### config.mk
export PLATFORM = sky130hd
export DESIGN_NAME = pcs_rx_descramble_top
export DESIGN_NICKNAME = d
export VERILOG_FILES = /design/src/hdl/pcs_rx_pkg.sv /design/src/hdl/descrambler.sv /design/src/hdl/pcs_rx_descramble_top.sv /design/src/hdl/rx_block_egress.sv /design/src/hdl/rx_block_ingress.sv /design/src/hdl/sync_header_checker.sv
export SDC_FILE = /design/constraint.sdc
export NUM_CORES = 1
export LEC_CHECK = 0
export ABC_AREA = 1
export BUFFER_PORTS_ARGS = -buffer_cell sky130_fd_sc_hd__clkbuf_2
export CAP_MARGIN = 20
export CELL_PAD_IN_SITES_DETAIL_PLACEMENT = 0
export CELL_PAD_IN_SITES_GLOBAL_PLACEMENT = 1
export CORE_MARGIN = 1
export CORE_UTILIZATION = 50
export CTS_CLUSTER_DIAMETER = 60
export DETAILED_ROUTE_END_ITERATION = 8
export HOLD_SLACK_MARGIN = 0.1
export PLACE_DENSITY = 0.78
export SYNTH_ARGS = -nofsm -noshare
export SYNTH_HDL_FRONTEND = slang
export SYNTH_SLANG_ARGS = --single-unit
### constraint.sdc
create_clock -name i_clock -period 7.5 [get_ports i_clock]
set_input_delay 0.375 -clock i_clock [delete_from_list [all_inputs] [get_ports i_clock]]
set_output_delay 0.375 -clock i_clock [all_outputs]
set_load 0.02 [all_outputs]
### src/hdl/pcs_rx_pkg.sv
`default_nettype none

package pcs_rx_pkg;

    // 64b/66b coded block geometry
    localparam int BLOCK_WIDTH  = 66;
    localparam int HEADER_WIDTH = 2;

    // self-synchronizing descrambler, 1 + x^39 + x^58
    localparam int SCRAMBLER_LEN = 58;
    localparam int SCRAMBLER_TAP = 39;

    // buffer depths on both sides
    localparam int INGRESS_DEPTH = 4;
    localparam int EGRESS_DEPTH  = 4;

    // credit counter holds 0 .. 4
    localparam int CREDIT_WIDTH = 3;

    // bad header counter width
    localparam int COUNT_WIDTH = 16;

    typedef logic [BLOCK_WIDTH-1:0]   block_t;
    typedef logic [HEADER_WIDTH-1:0]  header_t;
    typedef logic [SCRAMBLER_LEN-1:0] scrambler_state_t;
    typedef logic [CREDIT_WIDTH-1:0]  credit_t;
    typedef logic [COUNT_WIDTH-1:0]   count_t;

    localparam scrambler_state_t SCRAMBLER_SEED = '0;

    // valid sync headers
    localparam header_t SH_DATA = 2'b01;
    localparam header_t SH_CTRL = 2'b10;

    // control block, type 0x1E, eight /E/ codes
    localparam block_t ERROR_BLOCK = {
        SH_CTRL,
        8'h1E,
        {8{7'h1E}}
    };

endpackage

`default_nettype wire

### src/hdl/descrambler.sv
`timescale 1ns/1ps
`default_nettype none

module descrambler
(
    input  wire logic               i_clock,
    input  wire logic               i_reset,
    input  wire logic               i_enable,
    input  wire logic               i_bypass,
    input  wire logic               i_valid,
    input  wire pcs_rx_pkg::block_t i_data,
    input  wire logic               i_tag,
    output logic                    o_valid,
    output pcs_rx_pkg::block_t      o_data,
    output logic                    o_tag
);

    import pcs_rx_pkg::*;

    scrambler_state_t state;
    scrambler_state_t state_next;
    block_t           descrambled;
    logic             advance_state;

    // payload runs msb first, right below the sync header
    always_comb
    begin
        state_next  = state;
        descrambled = i_data;
        for (int i = BLOCK_WIDTH - HEADER_WIDTH - 1; i >= 0; i--)
        begin
            descrambled[i] = i_data[i]
                           ^ state_next[SCRAMBLER_LEN-1]
                           ^ state_next[SCRAMBLER_TAP-1];
            // received (scrambled) bit feeds the state
            state_next = {state_next[SCRAMBLER_LEN-2:0], i_data[i]};
        end
    end

    assign advance_state = i_enable && i_valid && !i_bypass;

    always_ff @(posedge i_clock)
    begin
        if (i_reset)
            state <= SCRAMBLER_SEED;
        else if (advance_state)
            state <= state_next;
    end

    always_ff @(posedge i_clock)
    begin
        if (i_reset)
            o_valid <= 1'b0;
        else if (i_enable)
            o_valid <= i_valid;
    end

    always_ff @(posedge i_clock)
    begin
        if (i_enable && i_valid)
        begin
            // bypass passes the block as received
            o_data <= i_bypass ? i_data : descrambled;
            o_tag  <= i_tag;
        end
    end

endmodule

`default_nettype wire

### src/hdl/pcs_rx_descramble_top.sv
`timescale 1ns/1ps
`default_nettype none

module pcs_rx_descramble_top
(
    input  wire logic               i_clock,
    input  wire logic               i_reset,
    input  wire logic               i_bypass,
    input  wire logic               i_valid,
    input  wire pcs_rx_pkg::block_t i_data,
    input  wire logic               i_tag,
    output logic                    o_credit,
    input  wire logic               i_credit,
    output logic                    o_valid,
    output pcs_rx_pkg::block_t      o_data,
    output logic                    o_tag,
    output pcs_rx_pkg::count_t      o_bad_header_count
);

    logic               s_advance;
    logic               ingress_valid;
    pcs_rx_pkg::block_t ingress_data;
    logic               ingress_tag;
    logic               descr_valid;
    pcs_rx_pkg::block_t descr_data;
    logic               descr_tag;
    logic               check_valid;
    pcs_rx_pkg::block_t check_data;
    logic               check_tag;
    logic               egress_push;

    // frozen checker output must not be pushed twice
    assign egress_push = check_valid && s_advance;

    rx_block_ingress u_rx_block_ingress
    (
        .i_clock   (i_clock),
        .i_reset   (i_reset),
        .i_valid   (i_valid),
        .i_data    (i_data),
        .i_tag     (i_tag),
        .i_advance (s_advance),
        .o_credit  (o_credit),
        .o_valid   (ingress_valid),
        .o_data    (ingress_data),
        .o_tag     (ingress_tag)
    );

    descrambler u_descrambler
    (
        .i_clock  (i_clock),
        .i_reset  (i_reset),
        .i_enable (s_advance),
        .i_bypass (i_bypass),
        .i_valid  (ingress_valid),
        .i_data   (ingress_data),
        .i_tag    (ingress_tag),
        .o_valid  (descr_valid),
        .o_data   (descr_data),
        .o_tag    (descr_tag)
    );

    sync_header_checker u_sync_header_checker
    (
        .i_clock            (i_clock),
        .i_reset            (i_reset),
        .i_enable           (s_advance),
        .i_valid            (descr_valid),
        .i_data             (descr_data),
        .i_tag              (descr_tag),
        .o_valid            (check_valid),
        .o_data             (check_data),
        .o_tag              (check_tag),
        .o_bad_header_count (o_bad_header_count)
    );

    rx_block_egress u_rx_block_egress
    (
        .i_clock   (i_clock),
        .i_reset   (i_reset),
        .i_valid   (egress_push),
        .i_data    (check_data),
        .i_tag     (check_tag),
        .i_credit  (i_credit),
        .o_advance (s_advance),
        .o_valid   (o_valid),
        .o_data    (o_data),
        .o_tag     (o_tag)
    );

endmodule

`default_nettype wire

### src/hdl/rx_block_egress.sv
`timescale 1ns/1ps
`default_nettype none

module rx_block_egress
(
    input  wire logic               i_clock,
    input  wire logic               i_reset,
    input  wire logic               i_valid,
    input  wire pcs_rx_pkg::block_t i_data,
    input  wire logic               i_tag,
    input  wire logic               i_credit,
    output logic                    o_advance,
    output logic                    o_valid,
    output pcs_rx_pkg::block_t      o_data,
    output logic                    o_tag
);

    import pcs_rx_pkg::*;

    block_t                          data_mem [EGRESS_DEPTH];
    logic                            tag_mem  [EGRESS_DEPTH];
    logic [$clog2(EGRESS_DEPTH)-1:0] wr_ptr;
    logic [$clog2(EGRESS_DEPTH)-1:0] rd_ptr;
    credit_t                         fill;
    credit_t                         credits;
    logic                            empty;
    logic                            pop;

    assign empty     = (fill == '0);
    assign o_advance = (fill != credit_t'(EGRESS_DEPTH));

    // an empty FIFO hands the incoming block straight to the output
    assign pop = (credits != '0) && (!empty || i_valid);

    always_ff @(posedge i_clock)
    begin
        if (i_valid)
        begin
            data_mem[wr_ptr] <= i_data;
            tag_mem[wr_ptr]  <= i_tag;
        end
    end

    always_ff @(posedge i_clock)
    begin
        if (i_reset)
        begin
            wr_ptr  <= '0;
            rd_ptr  <= '0;
            fill    <= '0;
            credits <= credit_t'(EGRESS_DEPTH);
            o_valid <= 1'b0;
        end
        else
        begin
            if (i_valid)
                wr_ptr <= wr_ptr + 1'b1;
            if (pop)
                rd_ptr <= rd_ptr + 1'b1;
            case ({i_valid, pop})
                2'b10:   fill <= fill + 1'b1;
                2'b01:   fill <= fill - 1'b1;
                default: fill <= fill;
            endcase
            // send and credit return may coincide
            case ({pop, i_credit})
                2'b10:   credits <= credits - 1'b1;
                2'b01:   credits <= credits + 1'b1;
                default: credits <= credits;
            endcase
            o_valid <= pop;
        end
    end

    always_ff @(posedge i_clock)
    begin
        if (pop)
        begin
            o_data <= empty ? i_data : data_mem[rd_ptr];
            o_tag  <= empty ? i_tag : tag_mem[rd_ptr];
        end
    end

endmodule

`default_nettype wire

### src/hdl/rx_block_ingress.sv
`timescale 1ns/1ps
`default_nettype none

module rx_block_ingress
(
    input  wire logic              i_clock,
    input  wire logic              i_reset,
    input  wire logic              i_valid,
    input  wire pcs_rx_pkg::block_t i_data,
    input  wire logic              i_tag,
    input  wire logic              i_advance,
    output logic                   o_credit,
    output logic                   o_valid,
    output pcs_rx_pkg::block_t     o_data,
    output logic                   o_tag
);

    import pcs_rx_pkg::*;

    block_t                               data_mem [INGRESS_DEPTH];
    logic                                 tag_mem  [INGRESS_DEPTH];
    logic [$clog2(INGRESS_DEPTH)-1:0]     wr_ptr;
    logic [$clog2(INGRESS_DEPTH)-1:0]     rd_ptr;
    credit_t                              fill;
    logic                                 empty;
    logic                                 full;
    logic                                 push;
    logic                                 pop;

    assign empty = (fill == '0);
    assign full  = (fill == credit_t'(INGRESS_DEPTH));

    // sender only transmits while holding a credit, so full never blocks in practice
    assign push = i_valid && !full;
    assign pop  = i_advance && !empty;

    always_ff @(posedge i_clock)
    begin
        if (push)
        begin
            data_mem[wr_ptr] <= i_data;
            tag_mem[wr_ptr]  <= i_tag;
        end
    end

    always_ff @(posedge i_clock)
    begin
        if (i_reset)
        begin
            wr_ptr   <= '0;
            rd_ptr   <= '0;
            fill     <= '0;
            o_valid  <= 1'b0;
            o_credit <= 1'b0;
        end
        else
        begin
            if (push)
                wr_ptr <= wr_ptr + 1'b1;
            if (pop)
                rd_ptr <= rd_ptr + 1'b1;
            case ({push, pop})
                2'b10:   fill <= fill + 1'b1;
                2'b01:   fill <= fill - 1'b1;
                default: fill <= fill;
            endcase
            // one credit back per block issued
            o_credit <= pop;
            if (i_advance)
                o_valid <= pop;
        end
    end

    // head register, held while stalled
    always_ff @(posedge i_clock)
    begin
        if (pop)
        begin
            o_data <= data_mem[rd_ptr];
            o_tag  <= tag_mem[rd_ptr];
        end
    end

endmodule

`default_nettype wire

### src/hdl/sync_header_checker.sv
`timescale 1ns/1ps
`default_nettype none

module sync_header_checker
(
    input  wire logic               i_clock,
    input  wire logic               i_reset,
    input  wire logic               i_enable,
    input  wire logic               i_valid,
    input  wire pcs_rx_pkg::block_t i_data,
    input  wire logic               i_tag,
    output logic                    o_valid,
    output pcs_rx_pkg::block_t      o_data,
    output logic                    o_tag,
    output pcs_rx_pkg::count_t      o_bad_header_count
);

    import pcs_rx_pkg::*;

    header_t header;
    logic    header_bad;
    logic    take;

    assign header     = i_data[BLOCK_WIDTH-1 -: HEADER_WIDTH];
    assign header_bad = (header != SH_DATA) && (header != SH_CTRL);
    assign take       = i_enable && i_valid;

    always_ff @(posedge i_clock)
    begin
        if (i_reset)
            o_valid <= 1'b0;
        else if (i_enable)
            o_valid <= i_valid;
    end

    // 00 and 11 headers become an error control block, tag kept
    always_ff @(posedge i_clock)
    begin
        if (take)
        begin
            o_data <= header_bad ? ERROR_BLOCK : i_data;
            o_tag  <= i_tag;
        end
    end

    // saturating bad header counter
    always_ff @(posedge i_clock)
    begin
        if (i_reset)
            o_bad_header_count <= '0;
        else if (take && header_bad && (o_bad_header_count != '1))
            o_bad_header_count <= o_bad_header_count + 1'b1;
    end

endmodule

`default_nettype wire

# After elaboration in Yosys (flattened, before gate mapping)
# Memories as Yosys holds them, arrays and structs flattened. A register that Yosys moved wholly into a read port is not among the register bits.
# Cells that the tools add are included.
op_classes:
  add_sub_neg: 11
  eq_ne: 11
  muxes: 14
  bitwise_logic: 128
  reduce_logical: 21
ops:
  columns: ["operator", "n"]
  rows:
  - ["$xor A1 B1 Y1", 128]
  - ["$mux W66", 1]
  - ["$mux W64", 1]
  - ["$pmux W3 S2", 3]
  - ["$add A16 B1 Y16 const B", 1]
  - ["$ne A16 B16 Y1 const B", 1]
  - ["$logic_and A1 B1 Y1", 10]
  - ["$add A3 B1 Y3 const B", 3]
  - ["$sub A3 B1 Y3 const B", 3]
  - ["$add A2 B1 Y2 const B", 4]
  - ["$mux W2", 4]
  - ["$eq A2 B1 Y1 const B", 3]
  - ["$eq A2 B2 Y1 const B", 3]
  - ["$logic_not A3 Y1", 2]
  - ["$reduce_bool A2 Y1", 3]
  - ["$mux W1", 5]
  - ["$logic_not A1 Y1", 4]
  - ["$eq A3 B3 Y1 const B", 1]
  - ["$ne A3 B3 Y1 const B", 1]
  - ["$reduce_bool A3 Y1", 1]
  - ["$ne A2 B1 Y1 const B", 1]
  - ["$ne A2 B2 Y1 const B", 1]
  - ["$logic_or A1 B1 Y1", 1]
word_totals:
  ff_bits: 297
  ram_bits: 536
  output_inout_bits: 85
  elab_cells: 209
  memories: 4
memory_table:
  columns: ["memory", "words", "word_bits", "rd", "rd_ports_with_merged_regs", "wr", "line_no", "source"]
  rows:
  - ["u_rx_block_egress.data_mem", 4, 66, 1, 1, 1, "rx_block_egress.sv:20", "block_t data_mem [EGRESS_DEPTH];"]
  - ["u_rx_block_ingress.data_mem", 4, 66, 1, 1, 1, "rx_block_ingress.sv:20", "block_t data_mem [INGRESS_DEPTH];"]
  - ["u_rx_block_egress.tag_mem", 4, 1, 1, 1, 1, "rx_block_egress.sv:21", "logic tag_mem [EGRESS_DEPTH];"]
  - ["u_rx_block_ingress.tag_mem", 4, 1, 1, 1, 1, "rx_block_ingress.sv:21", "logic tag_mem [INGRESS_DEPTH];"]

# Depth between registers and ports, before layout
# Gate-level depths: netlist of run 1.
logic_depth:
  depth_word: 6
  depth_mapped: 11
  mapped_depth_nobuf: 11

# By module
# From an unflattened synthesis of run 1, not the netlist that was laid out.
unflattened:
  hier_cells: 3186
  hier_area_um2: 36153.4
modules_own_cells:
  columns: ["module", "instances", "cells_each", "area_per_inst_um2", "seq_area_each_um2"]
  rows:
  - ["rx_block_egress", 1, 1156, 13761.9, 10319.9]
  - ["rx_block_ingress", 1, 785, 12430.7, 10239.8]
  - ["descrambler", 1, 904, 6423.7, 3193.1]
  - ["sync_header_checker", 1, 339, 3529.6, 2352.3]
  - ["pcs_rx_descramble_top", 1, 2, 7.5, 0.0]

# Worst setup path after synthesis of run 1
# No wires, ideal clock.
synth_timing:
  kind: "reg-to-reg"
  start: "reg u_rx_block_ingress.fill[1]"
  end: "mem u_rx_block_ingress.data_mem[0][0] in the netlist's numbering, enable pin"
  setup_time_ps: 492
  arrival_ps: 3552
  path_slack_ps: 3456
  path_stages_with_launch: 5
  n_path_buf: 0
  synth_period_minus_slack_ps: 4044
  cell_sequence: "dfxtp_1 inv_1 a31oi_1 inv_1 nor2_1"
synth_between:
  elab_chain_cells: 5
synth_lines:
  columns: ["item", "line_no", "source"]
  rows:
  - ["start, declared", "rx_block_ingress.sv:24", "credit_t fill;"]
  - ["start signal, assigned", "rx_block_ingress.sv:63", "2'b10: fill <= fill + 1'b1;"]
  - ["start signal, assigned", "rx_block_ingress.sv:64", "2'b01: fill <= fill - 1'b1;"]
  - ["start signal, assigned", "rx_block_ingress.sv:65", "default: fill <= fill;"]
  - ["$eq A3 B3 Y1", "rx_block_ingress.sv:31", "assign full = (fill == credit_t'(INGRESS_DEPTH));"]
  - ["$logic_not A1 Y1", "rx_block_ingress.sv:34", "assign push = i_valid && !full;"]
  - ["$logic_and A1 B1 Y1", "rx_block_ingress.sv:34", null]
  - ["$mux W1", "rx_block_ingress.sv:39", "if (push)"]
  - ["$mux W1 (not written as such)", "rx_block_ingress.sv:41", "data_mem[wr_ptr] <= i_data;"]
  - ["end, declared", "rx_block_ingress.sv:20", null]
# Every way passes these cells.

==> results of run 1 <==
-- cells by family (layout without fill, tap and decap cells) --
kind of cell	Yosys count	count (layout)	share of synthesized area, %
buf+inv	275	564	3.269
fa+ha+maj	15	15	0.6108
xor+xnor	67	67	1.705
simple gates	691	691	7.992
flops	902	902	75.86
compound gates	692	692	10.57
-- cells in the final DEF (no fill, tap or decap), types with 15 or more instances in the layout --
master	netlist	layout
nor2_1	568	560
edfxtp_1	804	804
clkbuf_1	93	15
o21ai_0	401	401
buf_4	0	26
a31oi_1	68	68
nand2_1	52	50
xnor2_1	65	65
o22ai_1	67	67
or2_2	37	38
inv_1	134	128
clkinv_2	0	22
a21oi_1	149	149
nand3_1	23	23
dfxtp_1	98	95
clkinv_1	1	21
dlygate4sd3_1	0	69
clkbuf_2	1	156
clkbuf_16	0	97
-- timing repair --
action / CTS / global route
resized for setup: 0 / 0
hold buffers: 69 / 0
hold endpoints to repair: 271 / 0
setup buffers: 0 / 0
-- layout make-up --
type	instances	area, µm²
multi-input cells	1465	7253
repair buffers	252	1694
clock inverters	62	530.5
well taps	873	1092
inverters	136	513.0
clock buffers	114	2511
flip-flops and latches	902	26110
fillers	5223	27930
-- flip-flops by register name, indices dropped and copies added (netlist names), 2 cells and up, named ones only --
signal / count
u_sync_header_checker.o_bad_header_count: 16
u_rx_block_ingress.rd_ptr: 2
u_rx_block_ingress.tag_mem: 4
u_rx_block_egress.data_mem: 264
u_rx_block_ingress.o_data: 66
u_descrambler.o_data: 66
u_rx_block_egress.fill: 3
u_descrambler.state: 58
u_sync_header_checker.o_data: 66
u_rx_block_egress.tag_mem: 4
u_rx_block_egress.credits: 3
u_rx_block_egress.o_data: 66
u_rx_block_egress.wr_ptr: 2
u_rx_block_ingress.fill: 3
u_rx_block_ingress.wr_ptr: 2
u_rx_block_ingress.data_mem: 264
u_rx_block_egress.rd_ptr: 2
-- path summary, 6_finish.rpt --
path | end | cells past startpoint
setup / recovery | u_rx_block_egress.o_data[36] | 4
hold reg to reg | u_descrambler.o_data[65] | 0
setup reg to reg | u_rx_block_egress.o_data[36] | 4
hold / removal | u_rx_block_egress.credits[0] | 4
-- metrics by stage --
step / hold WS (ns) / cells / utilization, %
2_1_floorplan: 0.4003 / 2642 / -
6_report: 0.2120 / 3804 / 58.71
3_3_place_gp: 0.4184 / 3558 / 53.15
3_5_place_dp: 0.4295 / 3558 / 53.15
4_1_cts: 0.1902 / 3803 / 58.67
5_1_grt: 0.2369 / 3804 / 58.71
-- metal layers --
layer | vias up | part of all wire, %
met4 | 4 | 3.1
met2 | 667 | 47
met3 | 151 | 6.3
met5 | - | 0.028
met1 | 10080 | 43
li1 | 9870 | -
-- critical path: cells and delay by family, from the launching register on --
kind / cells / cell delay [ns]
buffers and inverters: 2 / 0.98
DFF: 1 / 0.85
AOI/OAI and AO/OA: 2 / 0.43
-- where the power goes --
group | total [mW] | leakage, nW | switching, mW | internal, mW
registers | 7.72 | 8.17 | 0.730 | 6.99
clock network | 4.54 | 1.48 | 1.88 | 2.66
logic | 3.64 | 3.89 | 2.55 | 1.09
total | 15.9 | 13.5 | 5.16 | 10.7
==> metrics.cfg, run 1 <==
[status]
status = completed

[critical_path]
worstPathRequired_ns = 7.85
cp_slowest_cell = dfxtp_4
worstPathArrival_ns = 3.01
critPathLaunchType = flop
r2r_setup_slack_ns = 4.84
path_cells = inv_2 -> buf_4 -> o21ai_0 -> a31oi_1
worstSetupPathType = reg2reg
path_max_fanout = 96
max_stage_delay_ns = 0.85
crit_path_end_kind = flop

[timing]
timing.final.ws_setup_ns = 4.840
tightestPinTransition_ns = 1.074
hold_viol = 0
fin_crit_sh_pct = 35.46
finalCriticalPeriod_ns = 2.660
setup_viol = 0
fin_skew_ns = 0.02459
fmax_mhz = 376.0
fin_setup_tns_ns = 0
slew_viol_final = 0
slew_headroom_pct = 28.43
rsz0062_at_grt = false

[final_layout]
diodes = 0
finalNetCount = 2938
area_growth_pct = 15.39
design_area_um2 = 39710
drive_gt1_share_pct = 13.24

[route]
drt_iter0_markers = 1845
drtPass1Iterations = 5
wire_per_inst_um = 19.44
ant_nets = 0
drc_errors = 0
vias = 20780
via_per_inst = 5.462
wl_um = 73960

[global_route]
antenna_found_initial = 3
grt_first_pass_wirelength_um = 113100
grt.total_usage_pct = 21.02
grt_start_max_net_pins = 117
top_usage_layer = met2
use_met1_pct = 28.95
use_met2_pct = 33.71
globalRouteMet3Util_pct = 3.799
grt-ovfl-total = 0
grt_pass1_vias = 20020

[yosys]
ys.flop_type = edfxtp_1
synth_top_cell_area_share_pct = 70.16
synth_area_leader_cell = edfxtp_1
synth-async-reset-ratio_pct = 0
synth_edf_count = 804
netlist_area_um2 = 34410
yosysMostFrequentCell = edfxtp_1
synth_area_leaders = edfxtp_1, nor2_1, o21ai_0
seq_area_frac_synth_pct = 75.86
yosys_register_bits = 902
postSynthNetCount = 2729
synth.avg_cell_area_um2 = 13.03
ys.warnings.count = 0
synthTopCellsByCount = edfxtp_1, nor2_1, o21ai_0
yosysUniqueCellTypes = 31
syn_inst = 2642

[clocking]
clock_path_buffers = 3
cts_tree = done
clkSlewWorstSetupHoldPaths_ns = 0.06
clkSinkCount = 902
cts-htree-levels = 3
cts-root-buf = clkbuf_16
cts_buffers = 94
clock_latency_ns = 0.64

[place]
gp_congestion = 0.8453
dpl.hpwl_um = 43010
post_dp_cell_area_um2 = 35950
numPortBuffers = 156
dp_slack_ns = 4.798

[floorplan]
start_util_pct = 50.88
fp.dieH_um = 264.3
fp.dieW_um = 264.3
core_area_um2 = 67630
ioPinCount = 157
dieArea_um2 = 69880
num_rows = 95

[power_and_ir_drop]
power_mw = 15.90
p_leak_nw = 13.54
ir_worst_vdd_mv = 0.2930
p_per_area_nw_per_um2 = 400.5

[job]
maxCapViolCount = 0

[hold_path]
min-delay-start = i_credit
min_path_type = in2reg

Note: power is estimated with default switching activity, not from simulation.
==> run 2: changes to the inputs <==
- clock period: 7.5 -> 2.6 ns (I/O delays scaled with it)
==> run 2 against run 1 <==
Net effect:
- sequential power grew to 2.8 times the previous value
- global-route usage is essentially flat
- highest routed layer is now met4
- critical endpoint is now u_rx_block_egress.credits[2]
- sequential cell count is the same
- maximum frequency grew 27%
- first-iteration DRC count shrank 3.1%
- clock skew grew 0.00058 ns
- worst hold slack gained 0.035 ns
==> metrics.cfg, run 2 (synthesis results as in run 1) <==
[final_layout]
area_growth_pct = 17.42
largest_registers = u_rx_block_egress.data_mem x264, u_rx_block_ingress.data_mem x264
fill_cells = 5160  ; -1.2%
most-common-layout-cells = edfxtp_1, nor2_1, o21ai_0, clkbuf_2, a21oi_1
drive_gt1_share_pct = 14.21  ; +0.98 points
final_common_cell = edfxtp_1
multiInputGateArea_um2 = 7281  ; +0.38%
ff_latch_area_um2 = 26120  ; about the same
finalNetCount = 2963  ; +0.85%
fin_cells = 3821  ; +0.45%
diodes = 0  ; unchanged
design_area_um2 = 40410  ; +1.8%

[clocking]
cts_buffers = 90  ; -4.3%
clkSlewWorstSetupHoldPaths_ns = 0.06  ; about the same
clkSinkCount = 902  ; unchanged
cts_setup_buffers = 0  ; unchanged
clock_latency_ns = 0.64  ; about the same
cts_tree = done
cts-htree-levels = 3  ; unchanged
cts_hold_buf = 70  ; +1.4%
clock_path_buffers = 3  ; unchanged
cts-root-buf = clkbuf_16
cts-resized-gates = 0  ; unchanged

[critical_path]
worstRegToRegCells = 10  ; +6
worstSetupPathType = reg2reg
worstPathRequired_ns = 3.15  ; -4.70 ns
r2r_start = u_rx_block_egress.fill[1]
r2r_end = u_rx_block_egress.credits[2]
worstPathArrival_ns = 2.65  ; -0.36 ns
r2r_setup_slack_ns = 0.51  ; -4.33 ns
critPathLaunchType = flop
path_max_fanout = 5  ; -95%
path_delay_family = simple AND/OR/NAND/NOR gates
path_buf_inv = 1  ; -1
crit_path_end_kind = flop
cp_slowest_cell = fa_1
max_stage_delay_ns = 0.39  ; -0.46 ns
path_cells = nor2_4 -> nand2_4 -> o21ai_4 -> ha_1 -> inv_1 -> fa_1 -> or2_2 -> nand3_1 -> a21oi_1 -> o21ai_0

[floorplan]
fp.dieH_um = 264.3  ; unchanged
num_rows = 95  ; unchanged
core_area_um2 = 67630  ; unchanged
ioPinCount = 157  ; unchanged
dieArea_um2 = 69880  ; unchanged
fp.dieW_um = 264.3  ; unchanged
start_util_pct = 50.88  ; unchanged

[timing]
fin_skew_ns = 0.02517  ; +0.0005794 ns
fin_crit_sh_pct = 80.47  ; +45 points
finalCriticalPeriod_ns = 2.092  ; -0.5676 ns
fin_setup_tns_ns = 0  ; unchanged
slew_viol_final = 0  ; unchanged
fmax_mhz = 478.0  ; +27%
tightestPinTransition_ns = 0.7922  ; -0.2813 ns
setup_viol = 0  ; unchanged
rsz0062_at_grt = false
hold_viol = 0  ; unchanged
slew_headroom_pct = 47.19  ; +19 points

[place]
numPortBuffers = 156  ; unchanged
gp_congestion = 0.8660  ; +2.4%
place_inst = 3587  ; +0.82%
dpl.hpwl_um = 44430  ; +3.3%
post_dp_cell_area_um2 = 36670  ; +2.0%

[route]
via_per_inst = 5.408  ; -0.98%
ant_nets = 0  ; unchanged
drt_iter0_markers = 1788  ; -3.1%
drtPass1Iterations = 5  ; unchanged
vias = 20670  ; -0.53%
drc_errors = 0  ; unchanged
wire_per_inst_um = 19.11  ; -1.7%
wl_um = 73020  ; -1.3%

[power_and_ir_drop]
p_comb_share_pct = 24.3  ; +1.4 points
power_mw = 46.34  ; +190%
pwr-share-seq_pct = 47.3  ; -1.2 points
p_int_mw = 31.46  ; +190%
p_per_area_nw_per_um2 = 1147  ; +190%
p_sw_mw = 14.88  ; +190%
p_clk_share_pct = 28.5  ; about the same
ir_worst_vdd_mv = 0.9397  ; +220%
p_sw_share_pct = 32.11  ; -0.33 points
p_leak_nw = 13.81  ; +2.0%

[global_route]
grt.total_usage_pct = 20.98  ; -0.036 points
antenna_found_initial = 0  ; -3
grt-ovfl-total = 0  ; unchanged
grt_pass1_vias = 20070  ; +0.24%
grt_first_pass_wirelength_um = 113800  ; +0.59%
grt_start_max_net_pins = 135  ; +15%

[hold_path]
holdPathEnd = u_rx_block_ingress.data_mem[0][10]
min_path_type = in2reg
hold_depth = 2  ; -2
min-delay-start = i_data[10]

[status]
status = completed

[job]
maxCapViolCount = 0  ; unchanged

==> run 2: changes by cell type in the layout (fill, tap and decap cells not counted), sizes merged <==
| cell | change |
|---|---|
| dlygate4sd3 | +1 |
| buf | +28 |
| inv | -2 |
| clkinv | -11 |
| clkbuf | -1 |
| clkinvlp | -1 |
| bufinv | +3 |
==> run 2: metrics by stage <==
stage / utilization [%] / hold slack (ns) / worst slack (ns)
floorplan: - / 0.1991 / -0.3512
global placement: 54.21 / 0.3453 / 0.5679
detailed placement: 54.21 / 0.3493 / 0.5177
CTS: 59.74 / 0.2154 / 0.4964
global route: 59.74 / 0.2428 / 0.2983
finish: 59.74 / 0.2466 / 0.5078
==> run 2: area by class of cell <==
type | count | share of cell area [%]
clock buffers | 113 | 6.041
flip-flops and latches | 902 | 64.63
repair buffers | 281 | 5.834
multi-input cells | 1465 | 18.02
inverters | 136 | 1.291
well taps | 873 | 2.703
clock inverters | 51 | 1.483
==> run 2: power by group through the flow <==
stage | Sequential [mW] | Clock (mW) | Combinational, mW
global placement | 22.1 | 0 | 11.0
CTS | 21.9 | 13.4 | 11.4
detailed placement | 22.2 | 0 | 11.3
finish | 21.9 | 13.2 | 11.2
floorplan | 22.2 | 0 | 6.78
global route | 22.2 | 14.0 | 12.5
==> run 2: worst register-to-register path: stages, from the launching register on <==
cell	delay (ns)
dfxtp_2	0.34
nor2_4	0.17
nand2_4	0.09
o21ai_4	0.23
ha_1	0.18
inv_1	0.07
fa_1	0.39
or2_2	0.30
nand3_1	0.09
a21oi_1	0.07
o21ai_0	0.08
==> run 2: routing by layer <==
layer / track usage (%) / wire, µm / vias up
met2: 33.63 / 34410 / 644
met3: 2.852 / 4125 / 129
met4: 8.092 / 2326 / 0
met1: 29.34 / 32160 / 9967
met5: 0 / 0 / -
li1: - / - / 9925
==> run 2: worst max-delay path by stage <==
stage / from / slack (ns) / depth (start not counted) / endpoint
2_1_floorplan: u_rx_block_ingress.fill[1] / -0.35 / 4 / u_rx_block_ingress.data_mem[0][0]
3_3_place_gp: u_rx_block_egress.fill[0] / 0.57 / 11 / u_rx_block_ingress.fill[2]
3_5_place_dp: u_rx_block_egress.fill[1] / 0.52 / 10 / u_rx_block_egress.credits[2]
4_1_cts: u_rx_block_egress.fill[1] / 0.50 / 10 / u_rx_block_egress.credits[2]
5_1_grt: u_rx_block_egress.fill[0] / 0.30 / 11 / u_rx_block_ingress.fill[2]
6_report: u_rx_block_egress.fill[1] / 0.51 / 10 / u_rx_block_egress.credits[2]
